==> src/verilog/aznable_consts.svh <==
`ifndef AZNABLE_CONSTS_SVH
`define AZNABLE_CONSTS_SVH

// Processor bus widths
`define AZ_ADDR_W 16
`define AZ_DATA_W 8

// Memory sizes as address widths
`define AZ_WKRAM_AW 14
`define AZ_COLRAM_AW 5

// Millisecond timer, 24 MHz clock
`define AZ_TIMER_DIV 24000
`define AZ_TIMER_W 16

// High address byte of each memory mapped page
`define AZ_JOY_PAGE 8'h81
`define AZ_ANL_PAGE 8'h82
`define AZ_ANR_PAGE 8'h83
`define AZ_PADDLE_PAGE 8'h84
`define AZ_SPIN_PAGE 8'h85
`define AZ_KEY_PAGE 8'h86
`define AZ_MOUSE_PAGE 8'h87
`define AZ_TSTAMP_PAGE 8'h88
`define AZ_TIMER_PAGE 8'h89
`define AZ_COLRAM_PAGE 8'hB4

// Pause register sits at 8A30h to 8A3Fh
`define AZ_PAUSE_TAG 12'h8A3

`endif

==> src/verilog/ms_timer.sv <==
`timescale 1ns/1ps
`default_nettype none

`include "aznable_consts.svh"

module ms_timer (
	input  wire logic                   clk_24,
	input  wire logic                   rst_n,
	input  wire logic                   clear,
	output logic [`AZ_TIMER_W-1:0]      count
);
	localparam int PRE_W = $clog2(`AZ_TIMER_DIV);

	logic [PRE_W-1:0] prescale;

	// Prescaler divides the clock down to one tick per millisecond
	always_ff @(posedge clk_24)
	begin
		if (!rst_n || clear)
		begin
			prescale <= '0;
			count <= '0;
		end
		else if (prescale == PRE_W'(`AZ_TIMER_DIV - 1))
		begin
			prescale <= '0;
			count <= count + 1'b1;
		end
		else
			prescale <= prescale + 1'b1;
	end

	// Count wraps at 2^16 through the equality width
	a_count_step: assert property (@(posedge clk_24) disable iff (!rst_n)
		$past(rst_n) && !$past(clear) |->
			(count == $past(count)) || (count == $past(count) + 1'b1));

endmodule

`default_nettype wire

==> config.mk <==
export PLATFORM = sky130hd
export DESIGN_NAME = ms_timer
export DESIGN_NICKNAME = d
export VERILOG_FILES = /design/src/verilog/ms_timer.sv
export VERILOG_INCLUDE_DIRS = /design/src /design/src/verilog
export SDC_FILE = /design/constraint.sdc
export NUM_CORES = 1
export LEC_CHECK = 0
export BUFFER_PORTS_ARGS = -buffer_cell sky130_fd_sc_hd__buf_2
export CAP_MARGIN = 20
export CORE_ASPECT_RATIO = 0.9
export CORE_UTILIZATION = 59
export CTS_BUF_LIST = sky130_fd_sc_hd__clkbuf_4
export DETAILED_ROUTE_END_ITERATION = 16
export PLACE_DENSITY = 0.81
export SLEW_MARGIN = 20
export SYNTH_ARGS = -nofsm -noshare
export SYNTH_HDL_FRONTEND = slang
export SYNTH_SLANG_ARGS = --single-unit
==> constraint.sdc <==
create_clock -name clk_24 -period 2.5 [get_ports clk_24]
set_clock_uncertainty 0.05 [all_clocks]
set_input_delay 0.125 -clock clk_24 [delete_from_list [all_inputs] [get_ports clk_24]]
set_output_delay 0.125 -clock clk_24 [all_outputs]
set_load 0.02 [all_outputs]
# ---- Word-level counts from Yosys, hierarchy flattened
# Cells that the tools add are included.
dict set report classes {
  n_reduce_logical 3
  n_eq_ne 1
  add_sub_neg 2
}
# op count
set ops {}
lappend ops {{16-bit by 1-bit adder with 16-bit output, second input constant} 1}
lappend ops {{15-bit by 1-bit adder with 15-bit output, second input constant} 1}
lappend ops {{15-bit == test, second input constant} 1}
lappend ops {{2-bit OR reduction} 1}
lappend ops {{1-bit logical NOT} 1}
lappend ops {{1-bit logical OR} 1}
dict set report totals {
  in_bits 3
  register_bits 31
  elab_cells 8
}

# ---- Depth between registers and ports, before layout
# Gate-level depths: netlist of the first run.
dict set report depth {
  depth_word 3
  depth_mapped 7
  depth_no_buf 5
}

# ---- Worst setup path after synthesis of the first run
# OpenSTA, ideal clock, no wires.
dict set report synth_timing {
  path_kind {register -> register}
  startpoint {reg prescale[0]}
  endpoint {reg count[10]}
  required_time_ns 2.380
  synth_period_minus_slack_ns 2.047
  slack_ns 0.453
  setup_ns 0.070
  arrival_time_ns 1.927
  stages_incl_launch_ff 7
  path_cell_list {dfxtp_1 ha_1 nand4_1 or4_4 buf_6 or4_1 a21oi_1}
}
dict set report synth_via {
  elab_chain_cells 1
}
# item line_no
set synth_rtl {}
lappend synth_rtl {{start, declared} ms_timer.sv:14} ;# logic [PRE_W-1:0] prescale;
lappend synth_rtl {{start signal, assigned} ms_timer.sv:30} ;# prescale <= prescale + 1'b1;
lappend synth_rtl {{15-bit == test} ms_timer.sv:24} ;# else if (prescale == PRE_W'(`AZ_TIMER_DIV - 1))
lappend synth_rtl {{end signal, assigned} ms_timer.sv:27} ;# count <= count + 1'b1;
lappend synth_rtl {{end, declared} ms_timer.sv:10} ;# output logic [`AZ_TIMER_W-1:0] count
# Every way passes these cells.
# A chain may end at the register's enable or synchronous reset.

# ---- Worst setup path in the final report of the first run
# Ends and elaborated chain as after synthesis.

==> results of run 1 <==
power breakdown:
group	internal (mW)	switching [mW]
combinational	0.00311	0.00925
sequential	0.495	0.00109
clock	0.115	0.161
routing by layer:
layer	track usage	vias up
met2	0.329	34
li1	-	652
met5	0	-
met3	0.0660	5
met4	0.105	0
met1	0.361	589
layout by cell type, fill, tap and decap left out:
cell type	Yosys	final
mux2i_1	1	1
nand2b_1	1	1
o31ai_1	9	9
inv_1	3	3
or3_1	5	5
o41ai_1	1	1
a21oi_1	16	16
nor3_1	2	2
and3_1	4	4
or4_1	9	9
xnor2_1	7	7
nand3_1	8	8
or3b_2	1	1
nor4_1	2	2
clkbuf_4	0	6
or4b_1	1	1
nor2_1	16	16
ha_1	2	2
nor2b_1	1	1
and4_1	3	3
or4_4	1	1
xor2_1	5	5
nand3b_1	1	1
o21ai_0	6	6
clkinv_1	0	2
dfxtp_1	31	31
and2_1	2	2
nand4bb_1	1	1
buf_2	1	18
nand4_1	7	7
nand2_1	13	13
registers in the layout, summed over array words and instances (netlist names):
register  flops
count        16
prescale     15
worst max path at each step:
| stage | depth (start not counted) | to | from |
|---|---|---|---|
| final | 5 | count[10] | prescale[0] |
| after global routing | 5 | count[10] | prescale[0] |
| after global placement | 5 | count[14] | prescale[0] |
| after detailed placement | 5 | count[10] | prescale[0] |
| after CTS | 5 | count[10] | prescale[0] |
| after floorplan | 6 | count[10] | prescale[0] |
layout make-up:
cell class                      instances  area, um2
Inverter                                3       11.3
Multi-Input combinational cell        125        766
Tap cell                               27       33.8
Clock inverter                          2       7.51
Sequential cell                        31        621
Timing Repair Buffer                   18       90.1
Clock buffer                            6       45.0
Fill cell                             198        668
kinds of logic (layout without fill, tap and decap cells):
logic type                 count (synthesis)  count (layout)  share of synthesized area
AOI/OAI and AO/OA                         32              32                      0.130
xor gates and xnor gates                  12              12                     0.0734
adders and majority gates                  2               2                     0.0175
buffers and inverters                     10              29                     0.0323
DFF                                       31              31                      0.433
muxes                                      1               1                    0.00699
and+or+nand+nor                           78              78                      0.307
worst register-to-register path: cells and delay by family, from the launching register on:
family | cells | cell delay, ns
compound gates | 1 | 0.18
fa+ha+maj | 1 | 0.21
flops | 1 | 0.36
simple gates | 3 | 1.39
through the flow:
stage	utilization	total power [mW]
after floorplan	-	0.516
after global placement	0.679	0.519
after detailed placement	0.679	0.520
after CTS	0.702	0.793
after global routing	0.702	0.815
final	0.702	0.784
==> metrics.cfg, run 1 <==
[outcome]
outcome = complete, no violations

[sta]
worst_pin_slew_ns = 0.622
hold_viol = 0
finalSetupViolCount = 0
fin_hold_ws_ns = 0.0756
rsz0062_at_grt = no
relSlewSlack = 0.585
period_minus_slack_ns = 2.27
fmaxAchievable_mhz = 441
drv_slew = 0
fin_ws_ns = 0.233
finalCritPeriodShare = 0.907
fin_tns_setup_ns = 0

[pwr]
ir_worst_vdd_v = 0.000398
powerDensity_nw_per_um2 = 498
p_leak_nw = 0.530

[clock_network]
post_cts_buffers = 0
hold_buffers = 0
numCtsBuffers = 5
clkLatencyLatePin_ns = 0.33
cts.sinks = 31
cts-root-buf = clkbuf_4
clk_pin_slew_worst_paths_ns = 0.10
ctsResizeCount = 0
clockBufferDepth = 2
h-tree-depth = 2
cts_tree = yes

[synth]
synth_top_area_cell = dfxtp_1
ys.flop_type = dfxtp_1
synth_edf_count = 0
syn_inst = 166
async_flop_share = 0
synth-seq-area-share = 0.433
ys_top_cells_by_area = dfxtp_1 (43%), a21oi_1 (5.6%), o31ai_1 (4.7%)
synth.most_common_cell = dfxtp_1
netlist-cell-type-count = 32
synth_top_area_share = 0.433
syn-num-nets = 171
avgSynthCellArea_um2 = 8.63
ys_top_cells_by_count = dfxtp_1 (31), a21oi_1 (16), nor2_1 (16)
yosysWarnings = 0
synth_seq_cells = 31
netlist_area_um2 = 1430

[routing]
wirelength_met1_mm = 1.43
wirelength_mm = 2.87
ant_nets = 0
drt_iter0_markers = 31
wl_met3_um = 137
drt_pre_antenna_iters = 5
wl_per_cell_um = 13.5
num_vias = 1280
routed_via_density = 6.04
top_layer = met4
drc = 0
dr_wl_met2_mm = 1.26

[setup_path]
crit_chain = ha_1 > nand4_1 > or4_4 > or4_1 > a21oi_1
worstSetupPathType = flip-flop to flip-flop
r2r_end = count[10]
setup.worst_path.start_class = flip-flop
cp_data_arrival_time_ns = 2.46
r2r_cells = 5
reg2reg_from = prescale[0]
r2r_slack_ns = 0.23
cpMaxStageDelayCell = or4_4
cp_top_family = simple AND/OR/NAND/NOR gates
critPathRequiredTime_ns = 2.70
slowest_delay_ns = 0.72
path_max_fanout = 32
endpoint_kind = flip-flop
cp_num_buf_inv = 0

[floorplan]
core_area_um2 = 2240
die_y_um = 48.8
die_x_um = 53.9
start_util = 0.639
rows = 16
pin_count = 19
die_area_um2 = 2630

[final_layout]
finalNetCount = 189
instances_no_fill = 212
antenna_cells = 0
fin_area_um2 = 1570
layout-drive-gt1-share = 0.141
syn2layout_area_growth_pct = 9.87

[placement]
dpl.cell_count = 204
gp_congestion = 0.781
dp_worst_setup_slack_ns = 0.217
placed_area_um2 = 1520
post-dp-hpwl_mm = 2.03
io_buffers = 18

[global_routing]
grt_pass1_vias = 1044
antenna_found_initial = 0
track_usage = 0.245
overflow = 0
grt_pass1_wl_mm = 4.61
grt_max_degree = 33

[run]
max_cap_viol_count = 0

[worst_hold_path]
min_path_cells = 3
hold_end = prescale[1]
min_path_type = input pin to flip-flop
hold_start = clear

(Power assumes the default switching activity.)
==> run 2, diff against run 1 <==
CORE_UTILIZATION = 35   (was 59)
CTS_BUF_LIST = sky130_fd_sc_hd__clkbuf_8   (was sky130_fd_sc_hd__clkbuf_4)
PLACE_DENSITY = unset   (was 0.81)
clock period = 2 ns   (was 2.5 ns; I/O delays follow)
==> metrics.cfg, run 2 (synthesis results as in run 1) <==
[outcome]
outcome = complete, but fails checks  ; was complete, no violations
violations = setup timing

[sta]
worst_pin_slew_ns = 0.620  ; was 0.622 ns
rsz0062_at_grt = yes  ; was no
drv_slew = 0  ; unchanged
finalSetupViolCount = 1  ; was 0
fmaxAchievable_mhz = 500  ; was 441 MHz
fin_hold_ws_ns = 0.0922  ; was 0.0756 ns
relSlewSlack = 0.587  ; was 0.585
finalCritPeriodShare = 1.00  ; was 0.907
fin_ws_ns = -0.000234  ; was 0.233 ns
hold_viol = 0  ; unchanged
period_minus_slack_ns = 2.00  ; was 2.27 ns

[final_layout]
syn2layout_area_growth_pct = 26.6  ; was 9.87%
antenna_cells = 0  ; unchanged
top_register = count  ; unchanged
largest_reg_flops = 16  ; unchanged
mostFrequentLayoutCells = dfxtp_1 (28), buf_2 (18), nor2_1 (16), a21oi_1 (16), nand2_1 (13)  ; was dfxtp_1 (31), buf_2 (18), nor2_1 (16), a21oi_1 (16), nand2_1 (13)
final_common_cell = dfxtp_1  ; unchanged
fin_area_um2 = 1810  ; was 1570 um2
instances_no_fill = 246  ; was 212
reg_top3 = count (16), prescale (15)  ; unchanged
utilization = 0.476  ; was 0.702
finalNetCount = 204  ; was 189
layout-drive-gt1-share = 0.235  ; was 0.141

[placement]
dpl.cell_count = 236  ; was 204
io_buffers = 18  ; unchanged
placed_area_um2 = 1660  ; was 1520 um2
gp_congestion = 0.775  ; was 0.781
post-dp-hpwl_mm = 2.20  ; was 2.03 mm

[clock_network]
clk_pin_slew_worst_paths_ns = 0.06  ; was 0.10 ns
cts.sinks = 31  ; unchanged
cts-root-buf = clkbuf_8  ; was clkbuf_4
clockBufferDepth = 2  ; unchanged
hold_buffers = 0  ; unchanged
clkLatencyLatePin_ns = 0.28  ; was 0.33 ns
cts_tree = yes  ; unchanged
h-tree-depth = 2  ; unchanged
numCtsBuffers = 5  ; unchanged

[global_routing]
antenna_found_initial = 0  ; unchanged
grt_pass1_wl_mm = 5.49  ; was 4.61 mm
track_usage = 0.154  ; was 0.245
grt_max_degree = 24  ; was 33
overflow = 0  ; unchanged
grt_pass1_vias = 1292  ; was 1,044

[floorplan]
core_area_um2 = 3810  ; was 2240 um2
pin_count = 19  ; unchanged
die_y_um = 62.7  ; was 48.8 um
die_area_um2 = 4350  ; was 2630 um2
die_x_um = 69.4  ; was 53.9 um
start_util = 0.376  ; was 0.639
rows = 21  ; was 16

[run]
max_cap_viol_count = 0  ; unchanged

[setup_path]
r2r_end = count[12]  ; was count[10]
endpoint_kind = flip-flop  ; unchanged
critPathRequiredTime_ns = 2.15  ; was 2.70 ns
cpMaxStageDelayCell = or4_4  ; unchanged
r2r_cells = 4  ; was 5
crit_chain = nand3_1 > or4_4 > or4_1 > a21oi_1  ; was ha_1 > nand4_1 > or4_4 > or4_1 > a21oi_1
slowest_delay_ns = 0.59  ; was 0.72 ns
r2r_slack_ns = -0.0002  ; was 0.23 ns
reg2reg_from = prescale[11]  ; was prescale[0]
setup.worst_path.start_class = flip-flop  ; unchanged
worstSetupPathType = flip-flop to flip-flop  ; unchanged
path_max_fanout = 6  ; was 32
cp_data_arrival_time_ns = 2.15  ; was 2.46 ns

[worst_hold_path]
hold_end = prescale[1]  ; unchanged
min_path_type = input pin to flip-flop  ; unchanged
hold_start = clear  ; unchanged
min_path_cells = 3  ; unchanged

[routing]
wl_per_cell_um = 13.3  ; was 13.5 um
routed_via_density = 5.52  ; was 6.04
ant_nets = 0  ; unchanged
drt_pre_antenna_iters = 4  ; was 5
wirelength_mm = 3.27  ; was 2.87 mm
drc = 0  ; unchanged
num_vias = 1357  ; was 1,280
drt_iter0_markers = 68  ; was 31

[pwr]
ir_worst_vdd_v = 0.000424  ; was 0.000398 V
powerDensity_nw_per_um2 = 645  ; was 498 nW/um2
finalPower_mw = 1.17  ; was 784 uW
p_leak_nw = 0.631  ; was 0.530 nW

==> run 2: layout make-up <==
cell class                 instances  area, um2
fill                             358       2000
clock buffer                       7       96.3
clock inverter                     1       3.75
tap                               46       57.6
sequential                        31        624
inverter                           3       11.3
timing repair buffer              31        204
multi-input combinational        127        817
==> run 2: worst max-delay path by stage <==
stage	cells past startpoint	slack (ns)	endpoint	from
2_1_floorplan	6	0.08	count[10]	prescale[0]
3_3_place_gp	5	0.04	count[13]	prescale[0]
3_5_place_dp	5	-0.007	count[14]	prescale[0]
4_1_cts	5	0.004	count[14]	prescale[1]
5_1_grt	4	-0.06	count[4]	prescale[9]
6_report	4	-0.0002	count[12]	prescale[11]
==> run 2: layer usage <==
layer | vias to the layer above | part of all wire | global-route usage
li1 | 682 | - | -
met1 | 635 | 0.51 | 0.203
met2 | 33 | 0.44 | 0.232
met3 | 7 | 0.038 | 0.0355
met4 | 0 | 0.020 | 0.0893
met5 | - | 0 | 0
==> run 2: stage by stage <==
| step | TNS, ns | setup WS, ns |
|---|---|---|
| after global routing | -0.310 | -0.0574 |
| final | -0.000234 | -0.000234 |
| after detailed placement | -0.0213 | -0.00737 |
| after CTS | 0 | 0.00384 |
| after floorplan | 0 | 0.0750 |
| after global placement | 0 | 0.0414 |
==> run 2: what timing repair did <==
item	in CTS	in global routing
gates resized for setup	1	7
buffers inserted	0	0
pin swaps	1	2
endpoints found under the hold margin	0	0
setup endpoints to repair	8	12
cloned	0	2
==> run 2: worst max-delay path, delay by kind of cell, from the launching register on <==
| family | cells | cell delay (ns) |
|---|---|---|
| AOI/OAI and AO/OA | 1 | 0.16 |
| DFF | 1 | 0.37 |
| and+or+nand+nor | 3 | 1.33 |
==> run 2: report_power, final <==
group / switching [mW] / total (mW) / internal, mW
logic: 0.0121 / 0.0204 / 0.00836
registers: 0.00210 / 0.622 / 0.620
clock network: 0.220 / 0.528 / 0.308
total: 0.234 / 1.17 / 0.937
==> run 3, diff against run 2 <==
CORE_UTILIZATION = 40   (was 35)
==> metrics.cfg, run 3 (synthesis results as in run 1) <==
[outcome]
outcome = complete, no violations  ; was complete, but fails checks

[placement]
post-dp-hpwl_mm = 2.25  ; was 2.20 mm
placed_area_um2 = 1660  ; about the same
io_buffers = 18  ; unchanged
dpl.cell_count = 235  ; was 236
gp_congestion = 0.813  ; was 0.775

[setup_path]
crit_chain = nand4bb_4 > or4_4 > or4_1 > a21oi_2  ; was nand3_1 > or4_4 > or4_1 > a21oi_1
cp_data_arrival_time_ns = 2.13  ; was 2.15 ns
slowest_delay_ns = 0.59  ; about the same
worstSetupPathType = flip-flop to flip-flop  ; unchanged
setup.worst_path.start_class = flip-flop  ; unchanged
critPathRequiredTime_ns = 2.15  ; about the same
cpMaxStageDelayCell = or4_4  ; unchanged
endpoint_kind = flip-flop  ; unchanged
critPathLaunch = prescale[13]  ; was prescale[11]
path_max_fanout = 6  ; unchanged
reg2reg_from = prescale[13]  ; was prescale[11]

[clock_network]
clk_pin_slew_worst_paths_ns = 0.06  ; about the same
clkLatencyLatePin_ns = 0.28  ; about the same
clockBufferDepth = 2  ; unchanged
h-tree-depth = 2  ; unchanged
cts-root-buf = clkbuf_8  ; unchanged
numCtsBuffers = 5  ; unchanged
cts.sinks = 31  ; unchanged
cts_tree = yes  ; unchanged

[final_layout]
fin_area_um2 = 1850  ; was 1810 um2
mostFrequentLayoutCells = dfxtp_1 (29), buf_2 (18), nor2_1 (16)  ; was dfxtp_1 (28), buf_2 (18), nor2_1 (16), a21oi_1 (16), nand2_1 (13)
reg_top3 = count (16), prescale (15)  ; unchanged
antenna_cells = 0  ; unchanged
final_common_cell = dfxtp_1  ; unchanged
layout-drive-gt1-share = 0.271  ; was 0.235
top_register = count  ; unchanged
syn2layout_area_growth_pct = 29.3  ; was 26.6%
utilization = 0.544  ; was 0.476
largest_reg_flops = 16  ; unchanged
instances_no_fill = 247  ; was 246
finalNetCount = 207  ; was 204

[routing]
num_vias = 1390  ; was 1,357
drt_iter0_markers = 93  ; was 68
drt_pre_antenna_iters = 4  ; unchanged
wl_per_cell_um = 13.8  ; was 13.3 um
routed_via_density = 5.63  ; was 5.52
ant_nets = 0  ; unchanged
drc = 0  ; unchanged
wirelength_mm = 3.42  ; was 3.27 mm

[run]
max_cap_viol_count = 0  ; unchanged

[global_routing]
grt.met1_usage = 0.243  ; was 0.203
grt_pass1_vias = 1276  ; was 1,292
grt_pass1_wl_mm = 5.74  ; was 5.49 mm
grt_max_degree = 17  ; was 24
grt_busiest_layer = met2  ; unchanged
overflow = 0  ; unchanged
antenna_found_initial = 0  ; unchanged
use_met2 = 0.333  ; was 0.232
use_met3 = 0.0523  ; was 0.0355
track_usage = 0.200  ; was 0.154

[sta]
period_minus_slack_ns = 1.98  ; was 2.00 ns
hold_viol = 0  ; unchanged
rsz0062_at_grt = yes  ; unchanged
finalCritPeriodShare = 0.990  ; was 1.00
relSlewSlack = 0.540  ; was 0.587
drv_slew = 0  ; unchanged
finalSetupViolCount = 0  ; was 1
fin_hold_ws_ns = 0.0906  ; was 0.0922 ns
fmaxAchievable_mhz = 505  ; was 500 MHz
worst_pin_slew_ns = 0.691  ; was 0.620 ns

[floorplan]
die_y_um = 58.8  ; was 62.7 um
core_area_um2 = 3400  ; was 3810 um2
pin_count = 19  ; unchanged
die_x_um = 65.1  ; was 69.4 um
die_area_um2 = 3830  ; was 4350 um2
rows = 20  ; was 21
start_util = 0.421  ; was 0.376

[pwr]
p_leak_nw = 0.649  ; was 0.631 nW
powerDensity_nw_per_um2 = 636  ; was 645 nW/um2
ir_worst_vdd_v = 0.000453  ; was 0.000424 V

[worst_hold_path]
min_path_type = input pin to flip-flop  ; unchanged
hold_start = clear  ; unchanged

run 3: cell count changes in the layout (fill, tap and decap cells not counted), sizes merged:
| cell | change |
|---|---|
| buf | +3 |
run 3: through the flow:
stage	worst slack [ns]	setup TNS [ns]	total power [mW]
after CTS	-0.00171	-0.00259	1.19
after global placement	-0.00703	-0.00703	0.656
after detailed placement	-0.0191	-0.0369	0.657
after global routing	-0.0535	-0.321	1.23
final	0.0199	0	1.18
after floorplan	0.0750	0	0.646
run 3: cell type report:
class                   count  area [um2]
multi-input cells         127         841
repair buffers             34         223
inverters                   3        11.3
clock buffers               7        96.3
clock inverters             1        3.75
flip-flops and latches     31         623
well taps                  44        55.1
fillers                   340        1550
run 3: worst paths after layout:
kind / endpoint / slack [ns] / cells past startpoint
setup / recovery: count[10] / 0.02 / 4
hold / removal: prescale[1] / 0.09 / 3
setup reg to reg: count[10] / 0.02 / 4
hold reg to reg: count[15] / 0.45 / 2
run 3: power by group:
| part | switching, mW | internal [mW] |
|---|---|---|
| logic | 0.0134 | 0.00991 |
| clock network | 0.224 | 0.309 |
| registers | 0.00187 | 0.620 |
| total | 0.240 | 0.938 |
run 3: metal layers:
layer  routed length [um]  share of wire
met1                 1610           0.47
met2                 1590           0.46
met3                  180          0.053
met4                   42          0.012
met5                    0              0
run 3: worst max-delay path: cells and delay by family (launching register included):
family,cells,cell delay (ns)
AND/OR/NAND/NOR,3,1.37
flip-flops,1,0.33
AO/OA/AOI/OAI,1,0.15
run 3: what timing repair did:
action / 4_1_cts / 5_1_grt
hold buffers: 0 / 0
pin swaps: 1 / 3
resized for setup: 4 / 8
buffers inserted: 1 / 1
setup endpoints to repair: 12 / 14
gates cloned: 2 / 0
